### src/design/bitpack_defines.svh
`ifndef BITPACK_DEFINES_SVH
`define BITPACK_DEFINES_SVH

// bit fifo register width
`define BP_REG_W 32

// widest code accepted at the input
`define BP_CODE_W 16

// output byte width
`define BP_BYTE_W 8

// code queue entries
`define BP_QUEUE_DEPTH 4

// level value, holds 0 to BP_REG_W
`define BP_LEVEL_W 6

// code width field, holds 0 to BP_CODE_W
`define BP_CWIDTH_W 5

`endif

### src/design/bitpack_pkg.sv
`default_nettype none

`include "bitpack_defines.svh"

package bitpack_pkg;

   // fill level of the bit fifo, 0 to 32
   typedef logic [`BP_LEVEL_W-1:0] level_t;

   // code width, 0 to 16
   typedef logic [`BP_CWIDTH_W-1:0] cwidth_t;

   // code bits, left-justified
   typedef logic [`BP_CODE_W-1:0] code_t;

   typedef logic [`BP_BYTE_W-1:0] byte_t;

   // writer sequencing
   typedef enum logic [1:0] {
      WR_CODES,
      WR_PAD,
      WR_WAIT
   } wr_state_e;

   // reader sequencing
   typedef enum logic {
      RD_RUN,
      RD_FLUSH
   } rd_state_e;

endpackage

`default_nettype wire

### src/design/bit_fifo.sv
`default_nettype none

`include "bitpack_defines.svh"

module bit_fifo (
   input  wire                  clk_i,
   input  wire                  rst_n_i,

   input  wire                  write_i,
   input  bitpack_pkg::cwidth_t wwidth_i,
   input  bitpack_pkg::code_t   wdata_i,
   output bitpack_pkg::level_t  wlevel_o,

   input  wire                  read_i,
   input  bitpack_pkg::cwidth_t rwidth_i,
   output bitpack_pkg::byte_t   rdata_o,
   output bitpack_pkg::level_t  rlevel_o
);

   localparam bitpack_pkg::level_t FULL_LEVEL = bitpack_pkg::level_t'(`BP_REG_W);
   localparam int PAD_W = `BP_REG_W - `BP_CODE_W;

   // valid bits sit at the top, msb is the oldest
   logic [`BP_REG_W-1:0] data_q;
   logic [`BP_REG_W-1:0] data_d;
   bitpack_pkg::level_t  rlevel_q;
   bitpack_pkg::level_t  rlevel_d;

   bitpack_pkg::code_t   wmask;
   bitpack_pkg::code_t   wdata_m;
   logic [`BP_REG_W-1:0] wplace;
   bitpack_pkg::byte_t   rmask;

   // keep only the top wwidth bits of the incoming code
   assign wmask   = ~({`BP_CODE_W{1'b1}} >> wwidth_i);
   assign wdata_m = wdata_i & wmask;

   // code lands right below the bits already stored
   assign wplace  = {wdata_m, {PAD_W{1'b0}}} >> rlevel_q;

   // top rwidth bits of the register, rest zero
   assign rmask   = ~({`BP_BYTE_W{1'b1}} >> rwidth_i);
   assign rdata_o = data_q[`BP_REG_W-1 -: `BP_BYTE_W] & rmask;

   assign rlevel_o = rlevel_q;
   assign wlevel_o = FULL_LEVEL - rlevel_q;

   always_comb begin
      data_d   = data_q;
      rlevel_d = rlevel_q;

      // write wins, a read in the same cycle is dropped
      if (write_i) begin
         data_d   = data_q | wplace;
         rlevel_d = rlevel_q + bitpack_pkg::level_t'(wwidth_i);
      end else if (read_i) begin
         data_d   = data_q << rwidth_i;
         rlevel_d = rlevel_q - bitpack_pkg::level_t'(rwidth_i);
      end
   end

   // bits below the fill must stay zero for the OR merge
   always_ff @(posedge clk_i) begin
      if (!rst_n_i) begin
         data_q   <= '0;
         rlevel_q <= '0;
      end else begin
         data_q   <= data_d;
         rlevel_q <= rlevel_d;
      end
   end

endmodule

`default_nettype wire

### src/design/bitpack_top.sv
`default_nettype none

`include "bitpack_defines.svh"

module bitpack_top (
   input  wire                  clk_i,
   input  wire                  rst_n_i,

   input  wire                  code_valid_i,
   input  bitpack_pkg::cwidth_t code_width_i,
   input  bitpack_pkg::code_t   code_bits_i,
   input  wire                  flush_i,
   output logic                 full_o,

   output logic                 byte_valid_o,
   output bitpack_pkg::byte_t   byte_o,
   output logic                 flush_done_o
);

   // reader always takes whole bytes
   localparam bitpack_pkg::cwidth_t READ_WIDTH = bitpack_pkg::cwidth_t'(`BP_BYTE_W);

   logic                 fifo_write;
   bitpack_pkg::cwidth_t fifo_wwidth;
   bitpack_pkg::code_t   fifo_wdata;
   bitpack_pkg::level_t  fifo_wlevel;
   logic                 fifo_read;
   bitpack_pkg::byte_t   fifo_rdata;
   bitpack_pkg::level_t  fifo_rlevel;
   logic                 pad_done;
   logic                 flush_done;

   assign flush_done_o = flush_done;

   code_writer u_writer (
      .clk_i         (clk_i),
      .rst_n_i       (rst_n_i),
      .code_valid_i  (code_valid_i),
      .code_width_i  (code_width_i),
      .code_bits_i   (code_bits_i),
      .flush_i       (flush_i),
      .flush_done_i  (flush_done),
      .full_o        (full_o),
      .fifo_wlevel_i (fifo_wlevel),
      .fifo_write_o  (fifo_write),
      .fifo_wwidth_o (fifo_wwidth),
      .fifo_wdata_o  (fifo_wdata),
      .pad_done_o    (pad_done)
   );

   bit_fifo u_fifo (
      .clk_i    (clk_i),
      .rst_n_i  (rst_n_i),
      .write_i  (fifo_write),
      .wwidth_i (fifo_wwidth),
      .wdata_i  (fifo_wdata),
      .wlevel_o (fifo_wlevel),
      .read_i   (fifo_read),
      .rwidth_i (READ_WIDTH),
      .rdata_o  (fifo_rdata),
      .rlevel_o (fifo_rlevel)
   );

   byte_reader u_reader (
      .clk_i         (clk_i),
      .rst_n_i       (rst_n_i),
      .fifo_rlevel_i (fifo_rlevel),
      .fifo_rdata_i  (fifo_rdata),
      .fifo_write_i  (fifo_write),
      .fifo_read_o   (fifo_read),
      .pad_done_i    (pad_done),
      .byte_valid_o  (byte_valid_o),
      .byte_o        (byte_o),
      .flush_done_o  (flush_done)
   );

endmodule

`default_nettype wire

### src/design/byte_reader.sv
`default_nettype none

`include "bitpack_defines.svh"

module byte_reader (
   input  wire                  clk_i,
   input  wire                  rst_n_i,

   // read side of the bit fifo
   input  bitpack_pkg::level_t  fifo_rlevel_i,
   input  bitpack_pkg::byte_t   fifo_rdata_i,
   input  wire                  fifo_write_i,
   output logic                 fifo_read_o,

   // flush sequencing
   input  wire                  pad_done_i,

   // byte output
   output logic                 byte_valid_o,
   output bitpack_pkg::byte_t   byte_o,
   output logic                 flush_done_o
);

   localparam bitpack_pkg::level_t BYTE_LEVEL = bitpack_pkg::level_t'(`BP_BYTE_W);

   bitpack_pkg::rd_state_e state;
   logic                   fifo_empty;

   // the fifo drops a read in a write cycle, so hold off then
   assign fifo_read_o = (fifo_rlevel_i >= BYTE_LEVEL) && !fifo_write_i;
   assign fifo_empty  = (fifo_rlevel_i == '0);

   always_ff @(posedge clk_i) begin
      if (fifo_read_o) begin
         byte_o <= fifo_rdata_i;
      end
   end

   always_ff @(posedge clk_i) begin
      if (!rst_n_i) begin
         state        <= bitpack_pkg::RD_RUN;
         byte_valid_o <= 1'b0;
         flush_done_o <= 1'b0;
      end else begin
         byte_valid_o <= fifo_read_o;
         flush_done_o <= 1'b0;
         case (state)
            bitpack_pkg::RD_RUN: begin
               if (pad_done_i) begin
                  state <= bitpack_pkg::RD_FLUSH;
               end
            end
            bitpack_pkg::RD_FLUSH: begin
               // last byte must be out before done
               if (fifo_empty && !byte_valid_o) begin
                  flush_done_o <= 1'b1;
                  state        <= bitpack_pkg::RD_RUN;
               end
            end
            default: begin
               state <= bitpack_pkg::RD_RUN;
            end
         endcase
      end
   end

endmodule

`default_nettype wire

### src/design/code_writer.sv
`default_nettype none

`include "bitpack_defines.svh"

module code_writer (
   input  wire                   clk_i,
   input  wire                   rst_n_i,

   // code input
   input  wire                   code_valid_i,
   input  bitpack_pkg::cwidth_t  code_width_i,
   input  bitpack_pkg::code_t    code_bits_i,
   input  wire                   flush_i,
   input  wire                   flush_done_i,
   output logic                  full_o,

   // write side of the bit fifo
   input  bitpack_pkg::level_t   fifo_wlevel_i,
   output logic                  fifo_write_o,
   output bitpack_pkg::cwidth_t  fifo_wwidth_o,
   output bitpack_pkg::code_t    fifo_wdata_o,
   output logic                  pad_done_o
);

   localparam int QPTR_W     = $clog2(`BP_QUEUE_DEPTH);
   localparam int BYTE_IDX_W = $clog2(`BP_BYTE_W);

   localparam logic [QPTR_W-1:0] LAST_PTR   = QPTR_W'(`BP_QUEUE_DEPTH - 1);
   localparam logic [QPTR_W:0]   QUEUE_FULL = (QPTR_W + 1)'(`BP_QUEUE_DEPTH);

   // queue storage
   bitpack_pkg::cwidth_t q_width [`BP_QUEUE_DEPTH];
   bitpack_pkg::code_t   q_code  [`BP_QUEUE_DEPTH];

   logic [QPTR_W-1:0]     wr_ptr;
   logic [QPTR_W-1:0]     rd_ptr;
   logic [QPTR_W:0]       count;
   logic                  flush_pend;
   bitpack_pkg::wr_state_e state;

   logic                  push;
   logic                  pop;
   logic                  flush_take;
   logic                  in_pad;
   bitpack_pkg::cwidth_t  head_width;
   bitpack_pkg::cwidth_t  pad_width;

   assign full_o     = (count == QUEUE_FULL) || flush_pend;
   assign push       = code_valid_i && !full_o;
   assign flush_take = flush_i && !flush_pend;

   assign head_width = q_width[rd_ptr];
   assign in_pad     = (state == bitpack_pkg::WR_PAD);

   // head leaves the queue once it fits in the free space
   assign pop = (state == bitpack_pkg::WR_CODES) && (count != '0) &&
                (bitpack_pkg::level_t'(head_width) <= fifo_wlevel_i);

   // free space mod 8 is the distance to the next byte boundary
   assign pad_width = bitpack_pkg::cwidth_t'(fifo_wlevel_i[BYTE_IDX_W-1:0]);

   // zero-width codes and empty pads retire without a fifo write
   assign fifo_write_o  = (pop && (head_width != '0)) || (in_pad && (pad_width != '0));
   assign fifo_wwidth_o = in_pad ? pad_width : head_width;
   assign fifo_wdata_o  = in_pad ? '0 : q_code[rd_ptr];
   assign pad_done_o    = in_pad;

   always_ff @(posedge clk_i) begin
      if (push) begin
         q_width[wr_ptr] <= code_width_i;
         q_code[wr_ptr]  <= code_bits_i;
      end
   end

   always_ff @(posedge clk_i) begin
      if (!rst_n_i) begin
         wr_ptr <= '0;
         rd_ptr <= '0;
         count  <= '0;
      end else begin
         if (push) begin
            wr_ptr <= (wr_ptr == LAST_PTR) ? '0 : wr_ptr + 1'b1;
         end
         if (pop) begin
            rd_ptr <= (rd_ptr == LAST_PTR) ? '0 : rd_ptr + 1'b1;
         end
         case ({push, pop})
            2'b10:   count <= count + 1'b1;
            2'b01:   count <= count - 1'b1;
            default: count <= count;
         endcase
      end
   end

   // a code taken together with the flush goes out ahead of the pad
   always_ff @(posedge clk_i) begin
      if (!rst_n_i) begin
         state      <= bitpack_pkg::WR_CODES;
         flush_pend <= 1'b0;
      end else begin
         if (flush_take) begin
            flush_pend <= 1'b1;
         end
         case (state)
            bitpack_pkg::WR_CODES: begin
               if (flush_pend && (count == '0)) begin
                  state <= bitpack_pkg::WR_PAD;
               end
            end
            bitpack_pkg::WR_PAD: begin
               state <= bitpack_pkg::WR_WAIT;
            end
            bitpack_pkg::WR_WAIT: begin
               // reader has emptied the fifo
               if (flush_done_i) begin
                  state      <= bitpack_pkg::WR_CODES;
                  flush_pend <= 1'b0;
               end
            end
            default: begin
               state <= bitpack_pkg::WR_CODES;
            end
         endcase
      end
   end

endmodule

`default_nettype wire

### config.mk
export PLATFORM = sky130hd
export DESIGN_NAME = bitpack_top
export DESIGN_NICKNAME = d
export VERILOG_FILES = /design/src/design/bitpack_pkg.sv /design/src/design/bit_fifo.sv /design/src/design/bitpack_top.sv /design/src/design/byte_reader.sv /design/src/design/code_writer.sv
export VERILOG_INCLUDE_DIRS = /design/src /design/src/design
export SDC_FILE = /design/constraint.sdc
export NUM_CORES = 1
export LEC_CHECK = 0
export BUFFER_PORTS_ARGS = -buffer_cell sky130_fd_sc_hd__buf_2
export CAP_MARGIN = 0
export CORE_MARGIN = 3
export CORE_UTILIZATION = 65
export CTS_CLUSTER_SIZE = 24
export DETAILED_ROUTE_END_ITERATION = 16
export GPL_TIMING_DRIVEN = 0
export PLACE_DENSITY = 0.92
export SLEW_MARGIN = 20
export SYNTH_ARGS = -nofsm -noshare
export SYNTH_HDL_FRONTEND = slang
export SYNTH_SLANG_ARGS = --single-unit
### constraint.sdc
create_clock -name clk_i -period 9.4 [get_ports clk_i]
set_clock_uncertainty 0.1 [all_clocks]
set_input_delay 2.82 -clock clk_i [delete_from_list [all_inputs] [get_ports clk_i]]
set_output_delay 2.82 -clock clk_i [all_outputs]
set_load 0.02 [all_outputs]
Word level (Yosys, flattened, before mapping)
Memories as Yosys holds them, arrays and structs flattened. A register that Yosys moved wholly into a read port is not among the register bits.
Cells that the tools add are included.
Cells by class
  add/subtract/negate cells: 7
  $lt $le $gt $ge: 2
  eq/ne operators: 9
  shift-type cells: 2
  mux-type cells: 25
  bitwise operators: 4
  reductions and logical operators: 25
Operators with widths (count)
  two-way mux 32 bit: 2
  bitwise OR 32 bit: 1
  right shift 32 x 6 -> 32 bit: 1
  bitwise AND 16 bit: 1
  two-way mux 16 bit: 1
  two-way mux 2 bit: 8
  NOT 16 bit: 1
  right shift 16 x 5 -> 16 bit (first input constant): 1
  two-way mux 6 bit: 2
  nonzero test 5 bit: 2
  logical AND 1 bit: 9
  == test 2 bit (second input constant): 4
  two-way mux 1 bit: 8
  adder 6 x 5 -> 6 bit: 1
  >= comparator 6 x 4 -> 1 bit (second input constant): 1
  <= comparator 5 x 6 -> 1 bit: 1
  logical NOT 6 bit: 1
  case mux 2 bit (3 select lines): 1
  case mux 3 bit (2 select lines): 1
  subtractor 6 x 4 -> 6 bit (second input constant): 1
  subtractor 6 bit (first input constant): 1
  two-way mux 5 bit: 1
  adder 2 x 1 -> 2 bit (second input constant): 2
  == test 2 x 1 -> 1 bit (second input constant): 2
  other kinds (14): 20
Storage, ports and cells
  flip-flop bits (word level): 59
  bits in writable memories: 84
  input bits: 25
  output and inout bits: 11
  memories kept: 2
Memories
  u_writer.q_code: depth 4, bits a word 16, rd ports 1, clocked after memory_dff 1, write ports 1, RTL line code_writer.sv:33  | bitpack_pkg::code_t q_code [`BP_QUEUE_DEPTH];
  u_writer.q_width: depth 4, bits a word 5, rd ports 1, clocked after memory_dff 1, write ports 1, RTL line code_writer.sv:32  | bitpack_pkg::cwidth_t q_width [`BP_QUEUE_DEPTH];

Logic depth before layout (Yosys ltp)
Gate-level depths: netlist of the first run.
  depth in word-level cells: 9
  depth in mapped cells: 18

Hierarchy
Synthesis of the first run repeated with hierarchy kept, for this count alone.
Unflattened totals
  cells, all modules: 978
  area, all modules: 9900.7 sq um
By module, submodules not included
  bit_fifo: instances 1, cells each 739, area each 5584.1 sq um, sequential area each 760.7 sq um
  code_writer: instances 1, cells each 218, area each 3948.8 sq um, sequential area each 2762.6 sq um
  byte_reader: instances 1, cells each 19, area each 360.3 sq um, sequential area each 300.3 sq um
  bitpack_top: instances 1, cells each 2, area each 7.5 sq um, sequential area each 0.0 sq um

Least setup slack after synthesis of the first run
OpenSTA, ideal clock, no wires.
  kind: reg-to-reg
  start point: register u_fifo.rlevel_q[0] (netlist: u_fifo.rlevel_o[0])
  end point: register u_writer.count[2]
  arrival: 4249 ps
  setup slack: 4981 ps
  cell stages (with the launch flop): 19
  path buffers: 3
  cells stage by stage: dfxtp_1 clkbuf_1 inv_1 buf_1 clkbuf_1 ha_1 nand2_1 xnor2_1 ha_1 and2_1 o311ai_0 nand3_1 a2111oi_4 ha_1 inv_1 fa_1 xor2_1 or3_1 a21oi_1
On the way
  word-level cells in the longest chain between the ends: 5
  elaborated cells on any way between the ends: 7
  those cells by class: add/sub (1); order compare (1); eq/ne (2); mux (1); reduce/logical (2)
RTL lines
  start, declared: RTL line bit_fifo.sv:26  | bitpack_pkg::level_t rlevel_q;
  start signal, assigned: RTL line bit_fifo.sv:69  | rlevel_q <= rlevel_d;
  subtractor 6 bit *: RTL line bit_fifo.sv:46  | assign wlevel_o = FULL_LEVEL - rlevel_q;
  <= comparator 5 x 6 -> 1 bit *: RTL line code_writer.sv:57  | (bitpack_pkg::level_t'(head_width) <= fifo_wlevel_i);
  logical AND 1 bit *: RTL line code_writer.sv:56  | assign pop = (state == bitpack_pkg::WR_CODES) && (count != '0) &&
  net u_writer.pop: RTL line code_writer.sv:42  | logic pop;
  == test 2 x 1 -> 1 bit or == test 2 bit (tied branches): RTL line code_writer.sv:87  | case ({push, pop})
  case mux 3 bit (2 select lines) or nonzero test 2 bit (tied branches)
  end signal, assigned: RTL line code_writer.sv:88  | 2'b10: count <= count + 1'b1;
  end signal, assigned: RTL line code_writer.sv:89  | 2'b01: count <= count - 1'b1;
  end signal, assigned: RTL line code_writer.sv:90  | default: count <= count;
  end, declared: RTL line code_writer.sv:37  | logic [QPTR_W:0] count;
The timed path passes the listed nets; every way through them passes the cells marked *.
A chain may end at the register's enable or synchronous reset.

Final worst setup path of the first run
Same ends and word-level chain as after synthesis.

==> metrics.md, run 1 <==
| Metric | Value |
|---|---|
| # rows | 38 |
| Startpoint class of the critical path | flop |
| Wire per inst | 26.4 um |
| Critical path's most frequent cell | ha_1 |
| Nets | 758 |
| Fmax | 174 MHz |
| Gate Count Post-Synth | 659 |
| Final Slew Violations | 0 |
| Worst Hold Class | reg2reg |
| Status | finished, final reports clean |
| Number of synthesized flops with an enable pin | 92 |
| Post-synthesis cell type count | 72 |
| CP Data Required Time | 9.65 ns |
| Die Span Y | 113 um |
| CTS buffer count | 17 |
| Most frequent cells in the layout | edfxtp_1 (92), dfxtp_1 (53), nand2_1 (50) |
| Max_cap viols | 0 |
| Worst path slowest cell | a2111oi_4 |
| Top_reg_cell synth | edfxtp_1 |
| Clk buf depth | 2 |
| Mapped Avg Cell Area | 11.4 sq um |
| Vias in the first global route | 6371 |
| Fin Setup TNS | 0 ns |
| Cell Pwr Density | 387 nW/um^2 |
| Most common cell after layout, fill and taps aside | edfxtp_1 |
| Lkg Pwr | 3.12 nW |
| CTS tree | done |
| Place WS | 3.90 ns |
| Final setup violation count | 0 |
| Clk pin slew, worst setup/hold paths | 0.06 ns |
| Worst path cell trace | clkbuf_1 > inv_1 > buf_1 > clkbuf_1 > ha_1 > nand2_1 > xnor2_1 > ha_1 > and2_1 > o311ai_0 > nand3_1 > a2111oi_4 > ha_1 > inv_1 > fa_1 > xor2_1 > or3_1 > a21oi_1 |
| Final hold viol count | 0 |
| Core Area | 11100 sq um |
| Share of cells above drive strength 1 | 0.170 |
| Fin crit period | 5.74 ns |
| WP buf/inv | 5 |
| Gr usage total | 0.370 |
| Worst VDD drop | 0.400 mV |
| Top Family by Delay on Critical Path | buffers and inverters |
| Initial drt markers | 938 |
| Pin count of the biggest net entering global routing | 22 |
| Crit path arrival time | 5.99 ns |
| Worst slew pin tran | 1.02 ns |
| Net count after synthesis | 705 |
| Crit-path max cell delay | 0.62 ns |
| Initial antenna violation count | 0 |
| Area Overhead vs Synth | 12.4% |
| Post-synthesis async set-or-reset flop share | 0 |
| DR pass1 iterations | 6 |
| Worst slew margin | 0.312 |
| YS warnings | 0 |
| Num Clock Sinks | 145 |
| Crit end category | flop |
| H-tree depth | 4 |
| Final GP Congestion | 1.00 |
| Post-route ant nets | 0 |
| Skew-Pair Late Insertion Delay | 0.44 ns |
| Residual DRC | 0 |
| WS Path Type | reg2reg |
| Starting density of the core | 0.677 |
| I/O Pins | 36 |
| Unrepaired setup endpoints after global routing | false |
| Die Footprint | 12900 sq um |
| CP Max Fanout | 11 |
| First-pass GRT wire length | 35700 um |
| PnR Total Power | 3.27 mW |
| Final worst path period share | 0.611 |
| Cts hold-fix bufs | 0 |
| Final setup margin | 3.66 ns |
| Final WL | 22900 um |
| Root Buffer | clkbuf_16 |
| DP HPWL | 15700 um |
| Post-CTS Setup Inserts | 0 |
| I/O Buffers | 34 |
| Cell Area, Synth | 7500 sq um |
| Resized Gates After CTS | 0 |
| Seq/Total Area, Yosys | 0.510 |
| Chip width | 113 um |
| Vias | 6289 |
| Vias per cell | 7.27 |
| Grt ovf | 0 |
| #FFs+latches synth | 145 |
| Antenna cells | 0 |
-- flip-flops by register name (all words and copies together), names as in the netlist, named ones only --
name                   count
u_reader.byte_valid_o      1
u_writer.q_code           64
u_reader.byte_o            8
u_writer.q_width          20
u_writer.rd_ptr            2
u_writer.count             3
u_reader.flush_done_o      1
u_fifo.data_q             32
u_fifo.rlevel_o            6
u_writer.wr_ptr            2
u_writer.state             2
u_reader.state             1
u_writer.flush_pend        1
-- path summary, 6_finish.rpt --
check,slack [ns],from,cells after the start,to
min,0.33,u_fifo.data_q[25],0,u_reader.byte_o[1]
max,3.66,u_fifo.rlevel_o[0],18,u_writer.count[2]
min reg2reg,0.33,u_fifo.data_q[25],0,u_reader.byte_o[1]
max reg2reg,3.66,u_fifo.rlevel_o[0],18,u_writer.count[2]
-- metrics by stage --
stage / cells / utilization / area (sq um) / hold slack, ns
after floorplan: 659 / - / 7500 / 0.308
after global placement: 833 / 0.709 / 7850 / 0.312
after detailed placement: 833 / 0.709 / 7850 / 0.313
after CTS: 865 / 0.761 / 8430 / 0.332
after global routing: 865 / 0.762 / 8440 / 0.335
final: 865 / 0.762 / 8440 / 0.333
-- cell families after synthesis --
| logic type | count (synthesis) | synth area share |
|---|---|---|
| AO/OA/AOI/OAI | 170 | 0.160 |
| XOR/XNOR | 11 | 0.0138 |
| adder cells (fa/ha/maj) | 21 | 0.0370 |
| buffers and inverters | 71 | 0.0437 |
| flip-flops | 145 | 0.510 |
| multiplexers | 55 | 0.113 |
| AND/OR/NAND/NOR | 186 | 0.123 |
-- per-layer routing --
layer | GRT usage | wire length (um) | vias up
met3 | 0.105 | 2600 | 113
met1 | 0.480 | 8480 | 3034
met5 | 0 | 0 | -
li1 | - | - | 2641
met4 | 0.175 | 1070 | 0
met2 | 0.582 | 10700 | 501
-- synth_stat cells, types with 5 or more instances --
cell	count	share of area
a21oi_1	33	0.022
edfxtp_1	92	0.37
nand2b_1	7	0.0058
and3_1	17	0.014
a211oi_1	7	0.0070
mux2i_1	24	0.032
nor2b_1	5	0.0042
a21o_1	7	0.0070
buf_6	5	0.0075
nand3_1	12	0.0080
buf_2	7	0.0047
a22oi_1	9	0.0090
o2bb2ai_1	6	0.0070
buf_1	6	0.0030
inv_1	20	0.010
nor3_1	16	0.011
nand4_1	7	0.0058
xnor2_1	6	0.0070
clkbuf_1	28	0.014
o31ai_1	5	0.0050
nor2_1	47	0.024
mux4_2	19	0.057
dfxtp_1	53	0.14
o22ai_1	13	0.011
or3_1	5	0.0042
nand2_1	50	0.025
a31oi_1	11	0.0092
ha_1	19	0.032
o21ai_0	33	0.022
mux2_2	9	0.014
-- power by group --
part           switching (mW)  total, mW  leakage [nW]  internal (mW)
clock                   0.285      0.679         0.270          0.394
combinational            1.11       1.73          1.58          0.626
sequential             0.0615      0.857          1.28          0.796
-- final cells by class --
cell class,count,area [sq um]
buffer,50,249
clock buffer,18,429
clock inverter,14,154
fill,692,2640
inverter,21,78.8
multi-input combinational,443,3360
sequential,145,3820
tap,140,175
timing repair buffer,34,170
No activity file was read; power rests on OpenSTA's default activity.
==> inputs of run 2 (changes only) <==
CORE_UTILIZATION = 62   (was 65)
PLACE_DENSITY = 0.88   (was 0.92)
clock period = 5.75 ns   (was 9.4 ns; I/O delays follow)
==> metrics.md, run 2 (synthesis gave the netlist of run 1 again) <==
| Metric | Value |
|---|---|
| Status | finished, final reports clean (unchanged) |
| # rows | 39 (was 38) |
| Final WL | 20900 um (was 22900 um) |
| Share of cells above drive strength 1 | 0.172 (was 0.170) |
| Post-CTS Setup Inserts | 0 (unchanged) |
| Most frequent cells in the layout | edfxtp_1 (92), dfxtp_1 (53), nand2_1 (50) (unchanged) |
| I/O Buffers | 34 (unchanged) |
| Final design utilization | 0.728 (was 0.762) |
| Worst path cell trace | clkbuf_1 > inv_1 > buf_1 > clkbuf_2 > ha_1 > inv_1 > ha_1 > nor2b_1 > o311ai_0 > nand3_1 > a2111oi_4 > ha_1 > inv_1 > fa_1 > xor2_1 > or3_1 > a21oi_1 (was clkbuf_1 > inv_1 > buf_1 > clkbuf_1 > ha_1 > nand2_1 > xnor2_1 > ha_1 > and2_1 > o311ai_0 > nand3_1 > a2111oi_4 > ha_1 > inv_1 > fa_1 > xor2_1 > or3_1 > a21oi_1) |
| Cell Count, Final, Fillers Out | 868 (was 865) |
| Crit-path max cell delay | 0.58 ns (was 0.62 ns) |
| Fin crit period | 5.38 ns (was 5.74 ns) |
| Worst path slowest cell | a2111oi_4 (unchanged) |
| Multi-input logic area | 3360 sq um (about the same) |
| CP Max Fanout | 11 (unchanged) |
| Area after DPL | 7850 sq um (about the same) |
| Lkg Pwr | 3.14 nW (was 3.12 nW) |
| Antenna cells | 0 (unchanged) |
| Fmax | 186 MHz (was 174 MHz) |
| Worst VDD drop | 0.493 mV (was 0.400 mV) |
| DR pass1 iterations | 6 (unchanged) |
| Final setup violation count | 0 (unchanged) |
| Vias in the first global route | 5940 (was 6371) |
| Cell Pwr Density | 620 nW/um^2 (was 387 nW/um^2) |
| Vias | 6060 (was 6289) |
| Skew-Pair Late Insertion Delay | 0.43 ns (was 0.44 ns) |
| CTS tree | done (unchanged) |
| Unrepaired setup endpoints after global routing | false (unchanged) |
| Startpoint class of the critical path | flop (unchanged) |
| CP Launch Point | u_fifo.rlevel_o[0] (unchanged) |
| Most common cell after layout, fill and taps aside | edfxtp_1 (unchanged) |
| Fin Setup TNS | 0 ns (unchanged) |
| Register area | 3820 sq um (unchanged) |
| Design Area, Final | 8450 sq um (was 8440 sq um) |
| Place WS | 0.397 ns (was 3.90 ns) |
| Final worst path period share | 0.936 (was 0.611) |
| Vias per cell | 6.98 (was 7.27) |
| Num Clock Sinks | 145 (unchanged) |
| Nets | 758 (unchanged) |
| Number of flip-flops in the largest register | 64 (unchanged) |
| PnR Total Power | 5.24 mW (was 3.27 mW) |
| Initial drt markers | 916 (was 938) |
| Wire per inst | 24.0 um (was 26.4 um) |
| Die Footprint | 13500 sq um (was 12900 sq um) |
| Final Slew Violations | 0 (unchanged) |
| Biggest regs | u_writer.q_code: 64 flops, u_fifo.data_q: 32 flops, u_writer.q_width: 20 flops (unchanged) |
| Largest Register | u_writer.q_code (unchanged) |
| Gr usage total | 0.326 (was 0.370) |
| Crit end category | flop (unchanged) |
| Final GP Congestion | 1.01 (was 1.00) |
| Max_cap viols | 0 (unchanged) |
| DP HPWL | 14500 um (was 15700 um) |
| Root Buffer | clkbuf_16 (unchanged) |
| Chip width | 116 um (was 113 um) |
| Residual DRC | 0 (unchanged) |
| First-pass GRT wire length | 32700 um (was 35700 um) |
| Clk buf depth | 2 (unchanged) |
| Pin count of the biggest net entering global routing | 22 (unchanged) |
| Initial antenna violation count | 0 (unchanged) |
| I/O Pins | 36 (unchanged) |
| Post-route ant nets | 0 (unchanged) |
| Worst r2r src | u_fifo.rlevel_o[0] (unchanged) |
| Area Overhead vs Synth | 12.6% (was 12.4%) |
| Hold_ws | 0.330 ns (was 0.333 ns) |
| Worst slew margin | 0.299 (was 0.312) |
| Hold Path Origin | u_fifo.data_q[28] (was u_fifo.data_q[25]) |
| Worst Hold Class | reg2reg (unchanged) |
| Final setup margin | 0.370 ns (was 3.66 ns) |
| CP Data Required Time | 6.00 ns (was 9.65 ns) |
| WS Path Type | reg2reg (unchanged) |
| Placed cell count | 836 (was 833) |
| Clk pin slew, worst setup/hold paths | 0.07 ns (was 0.06 ns) |
| Final hold viol count | 0 (unchanged) |
| Die Span Y | 116 um (was 113 um) |
| CTS buffer count | 17 (unchanged) |
| Core Area | 11600 sq um (was 11100 sq um) |
| Crit path arrival time | 5.63 ns (was 5.99 ns) |
| H-tree depth | 4 (unchanged) |
| Grt ovf | 0 (unchanged) |
| Fill cells | 779 (was 692) |
| Worst slew pin tran | 1.05 ns (was 1.02 ns) |
| Cts hold-fix bufs | 0 (unchanged) |
| Starting density of the core | 0.646 (was 0.677) |
==> run 2: changes by cell type in the layout (fill, tap and decap cells not counted), moves of 2 or more <==
cell / previous run / this run
inv_8: 1 / 3
clkinvlp_4: 4 / 2
clkinv_4: 0 / 2
clkbuf_1: 29 / 27
clkinv_8: 0 / 2
==> run 2: power breakdown <==
group	internal, mW	switching, mW
Sequential	1.30	0.0948
Clock	0.616	0.489
Combinational	1.02	1.72
==> run 2: path summary, 6_finish.rpt <==
kind,endpoint,slack [ns],cells past startpoint
setup reg to reg,u_writer.count[2],0.37,17
hold / removal,u_reader.byte_o[4],0.33,0
hold reg to reg,u_reader.byte_o[4],0.33,0
setup / recovery,u_writer.count[2],0.37,17
==> run 2: layout make-up <==
class / count / area share
Timing Repair Buffer: 34 / 0.0201
Clock inverter: 15 / 0.0200
Inverter: 21 / 0.00933
Sequential cell: 145 / 0.452
Clock buffer: 17 / 0.0503
Buffer: 50 / 0.0296
Tap cell: 143 / 0.0212
Multi-Input combinational cell: 443 / 0.397
==> run 2: timing repair <==
| item | CTS | global route |
|---|---|---|
| resized for setup | 0 | 2 |
| endpoints found under the hold margin | 0 | 0 |
| endpoints found under the setup margin | 0 | 1 |
==> run 2: routing by layer <==
metal | GRT usage | vias up | part of all wire
li1 | - | 2645 | -
met5 | 0 | - | 0
met1 | 0.436 | 2913 | 0.39
met4 | 0.128 | 0 | 0.033
met3 | 0.0924 | 70 | 0.11
met2 | 0.509 | 432 | 0.47
==> run 2: worst max-delay path: cells and delay by family (launching register included) <==
family	cells	cell delay, ns
DFF	1	0.38
xor gates and xnor gates	1	0.16
and+or+nand+nor	3	0.67
adders and majority gates	4	1.41
buffers and inverters	6	1.56
AOI/OAI and AO/OA	3	1.01
